## config.mk

```make
export PLATFORM = sky130hd
export DESIGN_NAME = mem_ctrl_fsm
export DESIGN_NICKNAME = d
export VERILOG_FILES = /design/src/hw/lsu_pkg.sv /design/src/hw/mem_ctrl_fsm.sv
export VERILOG_INCLUDE_DIRS = /design/src /design/src/hw
export SDC_FILE = /design/constraint.sdc
export NUM_CORES = 1
export LEC_CHECK = 0
export ABC_AREA = 0
export BUFFER_PORTS_ARGS = -buffer_cell sky130_fd_sc_hd__buf_2
export CAP_MARGIN = 20
export CORE_AREA = 2 2 103 65
export DETAILED_ROUTE_END_ITERATION = 8
export DIE_AREA = 0 0 105 67
export PLACE_DENSITY = 0.76
export SYNTH_ARGS = -nofsm -noshare
export SYNTH_HDL_FRONTEND = slang
export SYNTH_SLANG_ARGS = --single-unit
```

## constraint.sdc

```tcl
create_clock -name clk -period 4.1 [get_ports clk]
set_clock_uncertainty 0.2 [all_clocks]
set_input_delay 0.41 -clock clk [delete_from_list [all_inputs] [get_ports clk]]
set_output_delay 0.41 -clock clk [all_outputs]
set_load 0.005 [all_outputs]
```

## src/hw/lsu_defines.svh

```systemverilog
`ifndef LSU_DEFINES_SVH
`define LSU_DEFINES_SVH

// load/store buffer size, as a power of two
`define LSB_DEPTH_BITS 3
`define LSB_DEPTH (1 << `LSB_DEPTH_BITS)

// reorder buffer tag width
// tag zero is reserved for "value already present"
`define ROB_TAG_BITS 5

// result broadcast ports watched by waiting entries
`define CDB_PORTS 2

// data memory in words
`define MEM_ADDR_BITS 8

// cycles from timer start to timer done
`define MEM_LATENCY 3

`endif

```

## src/hw/lsu_pkg.sv

```systemverilog
`include "lsu_defines.svh"

package lsu_pkg;

    typedef logic [31:0]                  word_t;
    typedef logic [`ROB_TAG_BITS-1:0]     rob_tag_t;
    typedef logic [4:0]                   reg_idx_t;
    typedef logic [`LSB_DEPTH_BITS-1:0]   lsb_idx_t;
    typedef logic [`MEM_ADDR_BITS-1:0]    mem_addr_t;

    typedef enum logic {
        op_lw,
        op_sw
    } lsu_op_t;

    typedef enum logic [1:0] {
        st_idle,
        st_access,
        st_done
    } mem_state_t;

    // one instruction from rename
    typedef struct packed {
        lsu_op_t  op;
        rob_tag_t tag;
        reg_idx_t rd;
        rob_tag_t base_tag;
        word_t    base_val;
        rob_tag_t data_tag;
        word_t    data_val;
        word_t    imm;
    } ls_issue_t;

    typedef struct packed {
        logic     valid;
        rob_tag_t tag;
        word_t    value;
    } cdb_t;

    // access handed to the memory controller
    typedef struct packed {
        lsu_op_t  op;
        rob_tag_t tag;
        reg_idx_t rd;
        word_t    addr;
        word_t    data;
    } ls_entry_t;

    // data is zero for a store
    typedef struct packed {
        lsu_op_t  op;
        rob_tag_t tag;
        reg_idx_t rd;
        word_t    data;
    } lsu_result_t;

endpackage

```

## src/hw/mem_ctrl_fsm.sv

```systemverilog
`timescale 1ns/100ps
`include "lsu_defines.svh"

module mem_ctrl_fsm
    import lsu_pkg::*;
(
    input  logic        clk,
    input  logic        reset,
    input  logic        flush,
    input  logic        disp_valid,
    input  ls_entry_t   disp,
    input  logic        timer_done,
    input  word_t       mem_rdata,
    output logic        accept,
    output logic        timer_start,
    output logic        mem_en,
    output logic        mem_we,
    output mem_addr_t   mem_addr,
    output word_t       mem_wdata,
    output logic        result_valid,
    output lsu_result_t result
);

    mem_state_t state;
    ls_entry_t  entry;
    logic       launch;

    assign accept = state == st_idle;
    assign launch = disp_valid && accept;

    always_ff @(posedge clk) begin
        if (reset || flush) begin
            state       <= st_idle;
            timer_start <= 1'b0;
            mem_en      <= 1'b0;
        end else begin
            // memory and timer both fire in the first access cycle
            timer_start <= launch;
            mem_en      <= launch;
            case (state)
                st_idle:   if (launch) state <= st_access;
                st_access: if (timer_done) state <= st_done;
                st_done:   state <= st_idle;
                default:   state <= st_idle;
            endcase
        end
    end

    always_ff @(posedge clk) begin
        if (launch) begin
            entry <= disp;
        end
    end

    // word index, byte offset dropped
    assign mem_addr  = entry.addr[`MEM_ADDR_BITS+1:2];
    assign mem_we    = entry.op == op_sw;
    assign mem_wdata = (entry.op == op_sw) ? entry.data : '0;

    // read data stays on rdata until the next access
    assign result_valid = state == st_done;
    assign result.op    = entry.op;
    assign result.tag   = entry.tag;
    assign result.rd    = entry.rd;
    assign result.data  = (entry.op == op_lw) ? mem_rdata : '0;

    // buffer only dispatches on accept
    a_disp_in_idle: assert property (
        @(posedge clk) disable iff (reset)
        disp_valid |-> state == st_idle
    ) else $error("mem_ctrl_fsm: dispatch while busy");

endmodule

```

# ---- After elaboration in Yosys (flattened, before gate mapping)
# Cells that the tools add are included.
dict set report word_totals {
  regBits 56
  latchBits 0
  ramBits 0
  mem_bits_ro 0
  in_bits 112
  output_inout_bits 88
  elab_cells 20
  mem_count 0
}
dict set report op_classes {
  n_addsub 0
  n_mul 0
  n_div 0
  order_cmp 0
  n_eq_ne 4
  shift 0
  muxes 5
  n_bitwise 0
  n_reduce_logical 4
}
# op n
set op_table {}
lappend op_table {{2-to-1 mux 32 bit} 2}
lappend op_table {{2-to-1 mux 2 bit} 2}
lappend op_table {{case mux 2 bit (2 select lines)} 1}
lappend op_table {{== test 2 x 1 -> 1 bit (second input constant)} 1}
lappend op_table {{== test 2 bit (second input constant)} 1}
lappend op_table {{logical NOT 2 bit} 1}
lappend op_table {{!= test 2 x 1 -> 1 bit (second input constant)} 1}
lappend op_table {{!= test 2 bit (second input constant)} 1}
lappend op_table {{AND reduction 2 bit} 1}
lappend op_table {{logical AND 1 bit} 1}
lappend op_table {{logical OR 1 bit} 1}

# ---- Depth between registers and ports, before layout
dict set report depth {
  ltp_word 4
  depth_mapped 3
  mapped_depth_nobuf 2
}

# ---- Least setup slack after synthesis
# OpenSTA, ideal clock, no wires.
dict set report synth_timing {
  path_type {input-to-reg}
  startpoint {input port disp_valid}
  endpoint {register mem_en}
  setup_time_ns 0.079
  arrival_ns 2.843
  t_required_ns 3.821
  path_slack_ns 0.978
  cell_stages 2
  n_path_buf 0
  cell_sequence {nor3b_2 > nor3b_2}
}
dict set report synth_via {
  elab_chain_len 1
}
# item line_no
set synth_rtl {}
lappend synth_rtl {{start: declaration} mem_ctrl_fsm.sv:10} ;# input logic disp_valid,
lappend synth_rtl {{logical AND 1 bit} mem_ctrl_fsm.sv:29} ;# assign launch = disp_valid && accept;
lappend synth_rtl {{end signal: assignment} mem_ctrl_fsm.sv:39} ;# mem_en <= launch;
lappend synth_rtl {{end: declaration} mem_ctrl_fsm.sv:16} ;# output logic mem_en,
# No other way between the ends.
# A chain may end at the register's enable or synchronous reset.

# ---- Worst setup path after layout
dict set report layout_timing {
  startpoint {register entry (netlist bit mem_we)}
  endpoint {output port mem_wdata[20]}
}
dict set report layout_via {
  elab_chain_len 1
}
# item line_no
set layout_rtl {}
lappend layout_rtl {{start: declaration} mem_ctrl_fsm.sv:25} ;# ls_entry_t entry;
lappend layout_rtl {{start signal: assignment} mem_ctrl_fsm.sv:51} ;# entry <= disp;
lappend layout_rtl {{2-to-1 mux 32 bit} mem_ctrl_fsm.sv:58} ;# assign mem_wdata = (entry.op == op_sw) ? entry.data : '0;
lappend layout_rtl {{end: declaration} mem_ctrl_fsm.sv:19} ;# output word_t mem_wdata,
# No other way between the ends.

==> results.md <==
* Longest Clk Path Bufs at 2
* Crit path max fanout at 36
* DP Area at 3070 sq um
* Gpl congestion at 0.663
* Register bit total from synthesis at 54
* WP data required at 3490 ps
* Clock transition at path regs at 90 ps
* Area growth from synthesis to layout at 40.5%
* Status: finished, final reports clean
* Top-count cell post-synth: edfxtp_1
* Leakage at 1.53 nW
* Sequential cell area at 1590 sq um
* Initial core utilization at 38.0%
* EDFF count, synth at 51
* Leading post-synthesis cells by cell area: edfxtp_1 (67%), and2_1 (8.8%), nor2b_1 (8.8%)
* # DRC at 0
* Met3 Use GR at 6.07%
* Slew Viols, Final at 0
* GRT Resource Usage Total at 12.7%
* Setup-failing EPs final at 0
* Sequential area share after synthesis at 69.9%
* Synth Warn # at 0
* Cell Rows at 22
* Peak VDD IR at 0.000232 V
* Post_cts resized at 0
* Final hold vios at 0
* Worst r2r dst: entry[25]$_DFFE_PP_
* DR iter-0 viols at 41
* CTS root buf: clkbuf_8
* Total gr overflow at 0
* Worst setup EP type: output pin
* Crit path DAT at 1880 ps
* Multi-input logic area at 468 sq um
* Pwr per Cell Area at 356 nW/um^2
* H-Tree Depth at 2
* Max Cap Viol at 0
* Register-to-Register Setup Slack at 2440 ps
* Share of the synthesized area in the top cell type at 67.2%
* Tcrit/Tclk final at 60.8%
* M2 GR Usage at 19.7%
* CTS buffer count at 5
* Count of different cell masters after synthesis at 13
* Vias in the first global route at 1,397
* Core Box Area at 6000 sq um
* Largest net degree at the start of global routing at 37
* Vert. Die Dim at 67 microns
* Worst-Skew Late Latency at 290 ps
* Relative slew margins at 46.5%
* Setup Crit Path Kind: reg -> out
* FF-to-FF path depth at 3
* Die Wd at 105 microns
* Syn avg cell area at 14.9 sq um
* Post-synth top area cell: edfxtp_1
* Proportion of layout cells with a drive suffix above 1 at 59.6%
* Setup_tns at 0 ps
* Crit path launch type: flop
* Routed vias/inst at 4.02
* Vias at 1,590
* Diodes inserted at 0
* Post-layout min period at 2490 ps
* Synth cell count leaders: edfxtp_1 (51), and2_1 (32), nor2b_1 (32)
* Unrepaired setup endpoints after global routing: no
* Worst R2R Start: state[1]$_SDFFE_PP0P_
* Synth Instances at 153
* Peak Freq at 0.401 GHz
* # fillers at 555
* Hold Crit Endpoint: result[32]$_DFFE_PP_
* Finished Cell Area at 3200 sq um
* Synth Cell Area at 2280 sq um
* ANT nets after route at 0
* # hold bufs at CTS at 0
* CTS tree: built
* Post-DR wirelength/cell at 12.4 microns
* Async set-reset flop share out of synthesis at 0%
* Post-CTS Setup Bufs at 0
* GR peak layer: met2
* IO buf count at 175
* GR Util met1 at 16.3%
* Routed WL at 4910 microns
* DIE AREA at 7040 sq um
* Nets at 423
* Post-synth top flop: edfxtp_1
* Syn Nets at 265
* Clock Sinks at 54
* Hold_sp: disp[64]
* I/O Pins at 200
* Hold path cells at 1
* Worst slew pin tran at 802 ps
* DRT Pass-1 Iters at 4
* Initial antenna violation count at 0
* First-pass GRT wire length at 6740 microns
* Min-delay worst type: in -> reg
## critical path: stages, from the launching register on
cell	delay, ps
edfxtp_1	880
buf_4	410
and2_1	170
buf_2	110
## layout make-up
cell class                      instances  share of cell area (%)
Clock inverter                          1                   0.938
Timing Repair Buffer                  178                    29.1
Multi-Input combinational cell         72                    14.6
Clock buffer                            7                    2.38
Tap cell                               84                    3.28
Sequential cell                        54                    49.7
## flip-flops by register name, summed over array words and instances (netlist names)
name,cells
mem_we,1
result,10
mem_addr,8
state,2
mem_en,1
entry,32
## power by group
| part | switching, mW | internal [mW] | leakage, nW | total, mW |
|---|---|---|---|---|
| clock network | 0.157 | 0.183 | 0.0524 | 0.340 |
| registers | 0.0112 | 0.641 | 0.518 | 0.653 |
| logic | 0.0624 | 0.0858 | 0.961 | 0.148 |
## worst max-delay path by stage
stage / start / to / slack, ps
floorplan: disp_valid / mem_en$_SDFF_PP0_ / 980
global placement: disp_valid / entry[29]$_DFFE_PP_ / 1880
detailed placement: disp_valid / entry[25]$_DFFE_PP_ / 1850
CTS: mem_we$_DFFE_PP_ / mem_wdata[26] / 1530
global route: mem_we$_DFFE_PP_ / mem_wdata[25] / 1370
finish: mem_we$_DFFE_PP_ / mem_wdata[20] / 1610
## through the flow
step                utilization [%]  hold WS, ps  instances  setup WS [ps]  power [mW]
floorplan                         -          279        153            978       0.736
global placement               51.1          359        387           1880       0.808
detailed placement             51.1          372        387           1850       0.813
CTS                            52.9         72.5        395           1530        1.16
global route                   53.4         64.3        396           1370        1.20
finish                         53.4         87.0        396           1610        1.14
## routing by layer
layer / wire length [microns] / share of wire (%)
met5: 0 / 0
met4: 16 / 0.33
met3: 463 / 9.4
met2: 2340 / 48
met1: 2090 / 43
## layout by cell type (no fill, tap or decap)
master / netlist / layout
buf_4: 21 / 1
nor3b_4: 0 / 1
and2_1: 32 / 32
buf_12: 0 / 1
nand2_1: 1 / 1
o211a_1: 1 / 1
nor3b_2: 2 / 1
dfxtp_1: 3 / 3
and3_1: 1 / 1
nor2_1: 1 / 1
buf_16: 0 / 1
nor2b_1: 32 / 32
and2b_1: 1 / 1
clkbuf_1: 0 / 2
bufinv_16: 0 / 1
edfxtp_1: 51 / 51
clkbuf_8: 0 / 5
buf_2: 0 / 175
nor3_1: 1 / 1
## cell families (layout without fill, tap and decap cells)
logic type / after synthesis / in the layout / share of synthesized area [%]
simple gates: 71 / 71 / 19.8
compound gates: 1 / 1 / 0.439
flops: 54 / 54 / 69.9
buf+inv: 27 / 186 / 9.88
Note: power is estimated with default switching activity, not from simulation.
