**src/hw/lsu_defines.svh**
```systemverilog
`ifndef LSU_DEFINES_SVH
`define LSU_DEFINES_SVH

// load/store buffer size, as a power of two
`define LSB_DEPTH_BITS 3
`define LSB_DEPTH (1 << `LSB_DEPTH_BITS)

// reorder buffer tag width
// tag zero is reserved for "value already present"
`define ROB_TAG_BITS 5

// result broadcast ports watched by waiting entries
`define CDB_PORTS 2

// data memory in words
`define MEM_ADDR_BITS 8

// cycles from timer start to timer done
`define MEM_LATENCY 3

`endif

```
**src/hw/lsu_pkg.sv**
```systemverilog
`include "lsu_defines.svh"

package lsu_pkg;

    typedef logic [31:0]                  word_t;
    typedef logic [`ROB_TAG_BITS-1:0]     rob_tag_t;
    typedef logic [4:0]                   reg_idx_t;
    typedef logic [`LSB_DEPTH_BITS-1:0]   lsb_idx_t;
    typedef logic [`MEM_ADDR_BITS-1:0]    mem_addr_t;

    typedef enum logic {
        op_lw,
        op_sw
    } lsu_op_t;

    typedef enum logic [1:0] {
        st_idle,
        st_access,
        st_done
    } mem_state_t;

    // one instruction from rename
    typedef struct packed {
        lsu_op_t  op;
        rob_tag_t tag;
        reg_idx_t rd;
        rob_tag_t base_tag;
        word_t    base_val;
        rob_tag_t data_tag;
        word_t    data_val;
        word_t    imm;
    } ls_issue_t;

    typedef struct packed {
        logic     valid;
        rob_tag_t tag;
        word_t    value;
    } cdb_t;

    // access handed to the memory controller
    typedef struct packed {
        lsu_op_t  op;
        rob_tag_t tag;
        reg_idx_t rd;
        word_t    addr;
        word_t    data;
    } ls_entry_t;

    // data is zero for a store
    typedef struct packed {
        lsu_op_t  op;
        rob_tag_t tag;
        reg_idx_t rd;
        word_t    data;
    } lsu_result_t;

endpackage

```
**src/hw/ls_buffer.sv**
```systemverilog
`timescale 1ns/100ps
`include "lsu_defines.svh"

module ls_buffer
    import lsu_pkg::*;
(
    input  logic      clk,
    input  logic      reset,
    input  logic      flush,
    input  logic      issue_valid,
    input  ls_issue_t issue,
    input  cdb_t      cdb [`CDB_PORTS],
    input  rob_tag_t  rob_head,
    input  logic      accept,
    output logic      full,
    output logic      disp_valid,
    output ls_entry_t disp
);

    // payload per slot
    // addr and data in slot are kept current as operands arrive
    ls_entry_t slot     [`LSB_DEPTH];
    rob_tag_t  base_tag [`LSB_DEPTH];
    rob_tag_t  data_tag [`LSB_DEPTH];
    word_t     imm      [`LSB_DEPTH];

    logic [`LSB_DEPTH-1:0] busy;

    // head is the oldest entry, tail the next free slot
    lsb_idx_t head;
    lsb_idx_t tail;

    logic do_issue;
    logic head_ready;
    logic store_blocked;

    // tail only catches up with a busy head when every slot is taken
    assign full     = busy[tail];
    assign do_issue = issue_valid && !full;

    assign head_ready = busy[head]
                        && base_tag[head] == '0
                        && data_tag[head] == '0;

    // a store must be the oldest instruction in the ROB
    assign store_blocked = slot[head].op == op_sw && slot[head].tag != rob_head;

    assign disp_valid = accept && head_ready && !store_blocked;
    assign disp       = slot[head];

    always_ff @(posedge clk) begin
        if (reset || flush) begin
            busy <= '0;
            head <= '0;
            tail <= '0;
        end else begin
            if (do_issue) begin
                busy[tail] <= 1'b1;
                tail       <= tail + 1'b1;
            end
            if (disp_valid) begin
                busy[head] <= 1'b0;
                head       <= head + 1'b1;
            end
        end
    end

    always_ff @(posedge clk) begin
        // CDB wakeup of every waiting entry
        for (int i = 0; i < `LSB_DEPTH; i++) begin
            if (busy[i]) begin
                // scan ports downward so port 0 is written last and wins
                for (int p = `CDB_PORTS - 1; p >= 0; p--) begin
                    if (cdb[p].valid && base_tag[i] != '0 && cdb[p].tag == base_tag[i]) begin
                        base_tag[i]  <= '0;
                        slot[i].addr <= cdb[p].value + imm[i];
                    end
                    if (cdb[p].valid && data_tag[i] != '0 && cdb[p].tag == data_tag[i]) begin
                        data_tag[i]  <= '0;
                        slot[i].data <= cdb[p].value;
                    end
                end
            end
        end

        // new entry at the tail
        // the address is valid only once base_tag is zero
        if (do_issue) begin
            slot[tail].op   <= issue.op;
            slot[tail].tag  <= issue.tag;
            slot[tail].rd   <= issue.rd;
            slot[tail].addr <= issue.base_val + issue.imm;
            slot[tail].data <= issue.data_val;
            base_tag[tail]  <= issue.base_tag;
            data_tag[tail]  <= issue.data_tag;
            imm[tail]       <= issue.imm;
        end
    end

    // rename must hold off while full is high
    a_no_issue_when_full: assert property (
        @(posedge clk) disable iff (reset || flush)
        issue_valid |-> !full
    ) else $error("ls_buffer: issue while full");

endmodule

```
**config.mk**
```make
export PLATFORM = sky130hd
export DESIGN_NAME = ls_buffer
export DESIGN_NICKNAME = d
export VERILOG_FILES = /design/src/hw/lsu_pkg.sv /design/src/hw/ls_buffer.sv
export VERILOG_INCLUDE_DIRS = /design/src /design/src/hw
export SDC_FILE = /design/constraint.sdc
export NUM_CORES = 2
export LEC_CHECK = 0
export ABC_AREA = 0
export BUFFER_PORTS_ARGS = -buffer_cell sky130_fd_sc_hd__buf_2
export CORE_MARGIN = 2
export CORE_UTILIZATION = 31
export DETAILED_ROUTE_END_ITERATION = 10
export GPL_TIMING_DRIVEN = 0
export PLACE_DENSITY = 0.46
export SYNTH_ARGS = -nofsm -noshare
export SYNTH_HDL_FRONTEND = slang
export SYNTH_SLANG_ARGS = --single-unit
```
**constraint.sdc**
```tcl
create_clock -name clk -period 7 [get_ports clk]
set_clock_uncertainty 0.15 [all_clocks]
set_input_delay 1.4 -clock clk [delete_from_list [all_inputs] [get_ports clk]]
set_output_delay 1.4 -clock clk [all_outputs]
set_load 0.01 [all_outputs]
```
## Word level (Yosys, flattened, before mapping)

Memories as Yosys holds them, arrays and structs flattened. A register that Yosys moved wholly into a read port is not among the register bits.
Index checks and enable logic that the tools add are counted.

- Add/subtract/negate cells: 19
- Magnitude comparators: 4
- Equality and inequality tests: 33
- Muxes and demuxes: 147
- Bitwise operators: 35
- Reductions and logical operators: 93

Operators by type and width:

| operator | number |
|---|---|
| 32-bit adder | 17 |
| 32-bit 2-to-1 mux | 16 |
| 5-bit == test | 32 |
| 1-bit 2-to-1 mux | 102 |
| 5-bit 2-to-1 mux | 16 |
| 5-bit nonzero test | 16 |
| 1-bit logical AND | 72 |
| 1-bit OR | 32 |
| 8-bit 2-to-1 mux | 3 |
| 3-bit 2-to-1 mux | 6 |
| 5-bit zero test | 2 |
| 8-bit AND | 1 |
| 3-bit by 4-bit < comparator with 1-bit output, second input constant | 2 |
| 8-bit NOT | 1 |
| 8-bit OR | 1 |
| 3-bit by 1-bit adder with 3-bit output, second input constant | 2 |
| 1-bit binary-select mux with 3-bit select | 2 |
| 1-bit demux with 3-bit select | 2 |
| 3-bit by 1-bit greater-or-equal comparator with 1-bit output, second input constant | 2 |
| 5-bit inequality test | 1 |
| 1-bit zero test | 2 |
| 1-bit logical OR | 1 |

- Register bits after elaboration: 14
- RAM bits: 936
- Input port bits: 203
- Output and inout bits: 77
- Word-level logic and storage cells: 338
- Memories kept: 4

Memories:

| name | depth | width | read ports | clocked after memory_dff | wr ports | RTL line | text |
|---|---|---|---|---|---|---|---|
| slot | 8 | 75 | 1 | 1 | 9 | ls_buffer.sv:22 | `` ls_entry_t slot [`LSB_DEPTH]; `` |
| imm | 8 | 32 | 8 | 0 | 1 | ls_buffer.sv:25 | `` word_t imm [`LSB_DEPTH]; `` |
| base_tag | 8 | 5 | 9 | 1 | 9 | ls_buffer.sv:23 | `` rob_tag_t base_tag [`LSB_DEPTH]; `` |
| data_tag | 8 | 5 | 9 | 1 | 9 | ls_buffer.sv:24 | `` rob_tag_t data_tag [`LSB_DEPTH]; `` |

## Longest topological paths before layout

- Depth in word-level cells: 9
- Depth in mapped cells: 21
- Depth with buffers taken out: 18

## Worst setup path after synthesis

Ideal clock, no wire load.

- Path kind: in2reg
- Start: input port cdb[72] (netlist bit)
- End: memory slot[3][62] (netlist bit), data pin
- Library setup time: 0.269 ns
- Data arrival time: 5.938 ns
- Slack: 0.643 ns
- Stages on the path: 17
- Buffers on the path: 3
- Cell sequence: clkbuf_1 buf_2 xnor2_1 nand4_1 nor4_1 clkbuf_1 mux2_2 ha_1 a2111o_1 or4_1 o32ai_1 a21oi_1 a221oi_2 o211ai_1 a31oi_1 xor2_1 o21ai_0

RTL lines:

| item | RTL line | text |
|---|---|---|
| start: declaration | ls_buffer.sv:12 | `` input cdb_t cdb [`CDB_PORTS], `` |
| end: declaration | ls_buffer.sv:22 |  |

==> results_dict.tcl <==
set metrics [dict create \
    cts_tree "built" \
    grt_use_met1_pct 33.95 \
    synth_edf_count 936 \
    slew_violations 20 \
    critPathMaxFanout 10 \
    p_sw_share_pct 27.32 \
    violations "max-capacitance violations, max-slew violations" \
    reg2regPathDepth 17 \
    hold_buffers 0 \
    core_area_sq_um 195400 \
    wl_per_cell_um 28.76 \
    fmax_mhz 144.9 \
    avgSynthCellArea_sq_um 11.34 \
    layout_worst_path_cycle_share_pct 98.56 \
    worstHoldPathType "reg -> reg" \
    drt-initial-drc-count 4502 \
    nFillCells 19372 \
    dr_total_vias 46911 \
    clkPwrFrac_pct 42.2 \
    reg2reg_to "slot[4][62]" \
    drv_cap 2 \
    drtAntennaViolNets 0 \
    numPortBuffers 235 \
    totalNegativeSetupSlack_ps 0 \
    synth_nets 5878 \
    drive_gt1_share_pct 18.70 \
    finalHoldViolCount 0 \
    synthToLayoutAreaGrowth_pct 15.17 \
    gp_congestion 0.9404 \
    slew_headroom_pct -2.383 \
    grt_util_met2_pct 37.24 \
    fin_area_sq_um 70340 \
    ys_top_cells_by_area "edfxtp_1, mux2_2, ha_1, mux4_2, mux2i_1" \
    nNetsFinal 6273 \
    clock_latency_ps 760 \
    grt_pass1_wl_mm 341.9 \
    dieArea_sq_um 200600 \
    die_width_um 447.9 \
    outcome "complete, but fails checks" \
    r2r_start "busy[4]" \
    grt.overflow.total 0 \
    internal_power_mw 10.89 \
    path_clk_slew_ps 60 \
    end_kind "output port" \
    critPathArrivalTime_ps 5350 \
    fin_crit_ps 6899 \
    synth_most_common_cell "edfxtp_1" \
    root_buffer "clkbuf_16" \
    worstPathRequired_ps 5450 \
    synthArstFlopShare_pct 0 \
    ys_seq_elements 953 \
    synth_top_area_share_pct 46.02 \
    rows 162 \
    rsz0062_at_grt "no" \
    p_per_area_nw_per_um2 212.9 \
    crit_type "reg -> out" \
    rrSetupSlack_ps 750 \
    drt-vias-per-instance 5.505 \
    die_h_um 447.9 \
    vdd_ir_drop_max_mv 0.2122 \
    grt_usage_pct 23.94 \
    cts_setup_buffers 0 \
    first_pass_iters 6 \
    syn_area_sq_um 61080 \
    ys_warn_count 0 \
    ys_seq_area_share_pct 46.57 \
    initial_core_util_pct 31.26 \
    drc_errors 0 \
    finalSetupViolations 0 \
    endpoint "disp[38]" \
    seq_power_share_pct 43.0 \
    p_switching_mw 4.092 \
    placed_cell_area_sq_um 66370 \
    synth_top_cell_by_area "edfxtp_1" \
    start_kind "register" \
    cts_max_level 3 \
    p_leak_nw 24.08 \
    tightest_slew_ps 1525 \
    pin_count 280 \
    numCtsBuffers 116 \
    power.share.combinational_pct 14.9 \
    synth_common_cells "edfxtp_1, nand2_1, o21ai_0" \
    grt_pass1_vias 46320 \
    totalWireLength_mm 245.1 \
    clock-sinks 953 \
    antenna_found_initial 31 \
    grt_use_met3_pct 3.159 \
    clock_path_buffers 3 \
    grt_max_degree 53 \
    dp_hpwl_mm 191.5 \
    synthCells 5385 \
    grt_busiest_layer "met2" \
    synth_ff_type "edfxtp_1" \
    ys_types 87 \
]
[registers in the layout, summed over array words and instances (netlist names), named ones only]
register,cells
imm,256
head,3
tail,3
slot,600
busy,8
data_tag,40
base_tag,40
[repair_timing]
action                                 in CTS  in global routing
endpoints found under the hold margin       0                  0
setup endpoints to repair                  28                 30
gates resized for setup                     8                 16
pin swaps                                   0                  0
[layer usage]
metal | vias to the layer above | wire (um)
met1 | 23698 | 111600
met3 | 346 | 15990
met4 | 4 | 8767
met5 | - | 34
met2 | 1782 | 108700
li1 | 21081 | -
[how the worst min path moves through the flow]
stage	end	slack, ps	depth (start not counted)	from
after floorplan	tail[0]	400	2	tail[0]
after global routing	tail[0]	460	2	tail[0]
final	tail[0]	440	2	tail[0]
after detailed placement	tail[0]	430	2	tail[0]
after global placement	tail[0]	420	2	tail[0]
after CTS	tail[0]	440	2	tail[0]
[cell usage in the layout (no fill, tap or decap), types with 149 or more instances in the layout]
| master | netlist | final |
|---|---|---|
| a21oi_1 | 327 | 327 |
| buf_2 | 38 | 281 |
| clkbuf_1 | 255 | 257 |
| edfxtp_1 | 936 | 936 |
| ha_1 | 281 | 281 |
| mux2_2 | 328 | 328 |
| mux2i_1 | 312 | 312 |
| mux4_2 | 149 | 149 |
| nand2_1 | 543 | 543 |
| nor2_1 | 228 | 228 |
| o21ai_0 | 506 | 506 |
| xnor2_1 | 305 | 304 |
[cells by family after synthesis]
family | synth area share, %
buffers and inverters | 3.126
adders and majority gates | 6.051
DFF | 46.57
xor gates and xnor gates | 5.851
muxes | 16.83
and+or+nand+nor | 9.405
AOI/OAI and AO/OA | 12.17
[metrics by stage]
stage          hold WS (ps)  utilization (%)  instances  setup slack, ps  total power, mW
2_1_floorplan         395.7                -       5385            642.9            7.870
3_3_place_gp          424.2            33.54       8244            -4037            8.709
3_5_place_dp          433.6            33.97       8290            -1436            8.732
4_1_cts               441.9            35.95       8502            1.162            15.05
5_1_grt               460.8            35.98       8505           0.4494            15.47
6_report              439.5            36.00       8522            100.9            14.98
[critical path, cell delays in order, from the launching register on]
cell	delay (ps)
dfxtp_1	310
clkbuf_1	400
buf_1	900
clkbuf_1	940
clkbuf_1	970
mux4_2	500
mux2_2	360
buf_2	160
[final cells by class]
cell class              count  area [sq um]  area share [%]
multi-input cells        3974         30910           43.94
flip-flops and latches    953         28450           40.44
well taps                2624          3283           4.667
clock buffers             141          3039           4.320
repair buffers            282          1861           2.645
plain buffers             353          1555           2.211
clock inverters            74         822.0           1.169
inverters                 100         375.4          0.5336
diodes                     21         52.55         0.07471
[power groups by stage]
stage | logic (mW) | clock network, mW | registers [mW]
2_1_floorplan | 1.33 | 0 | 6.54
3_3_place_gp | 2.15 | 0 | 6.56
3_5_place_dp | 2.18 | 0 | 6.55
4_1_cts | 2.19 | 6.42 | 6.43
5_1_grt | 2.40 | 6.62 | 6.44
6_report | 2.22 | 6.32 | 6.44
Note: power is estimated with default switching activity, not from simulation.
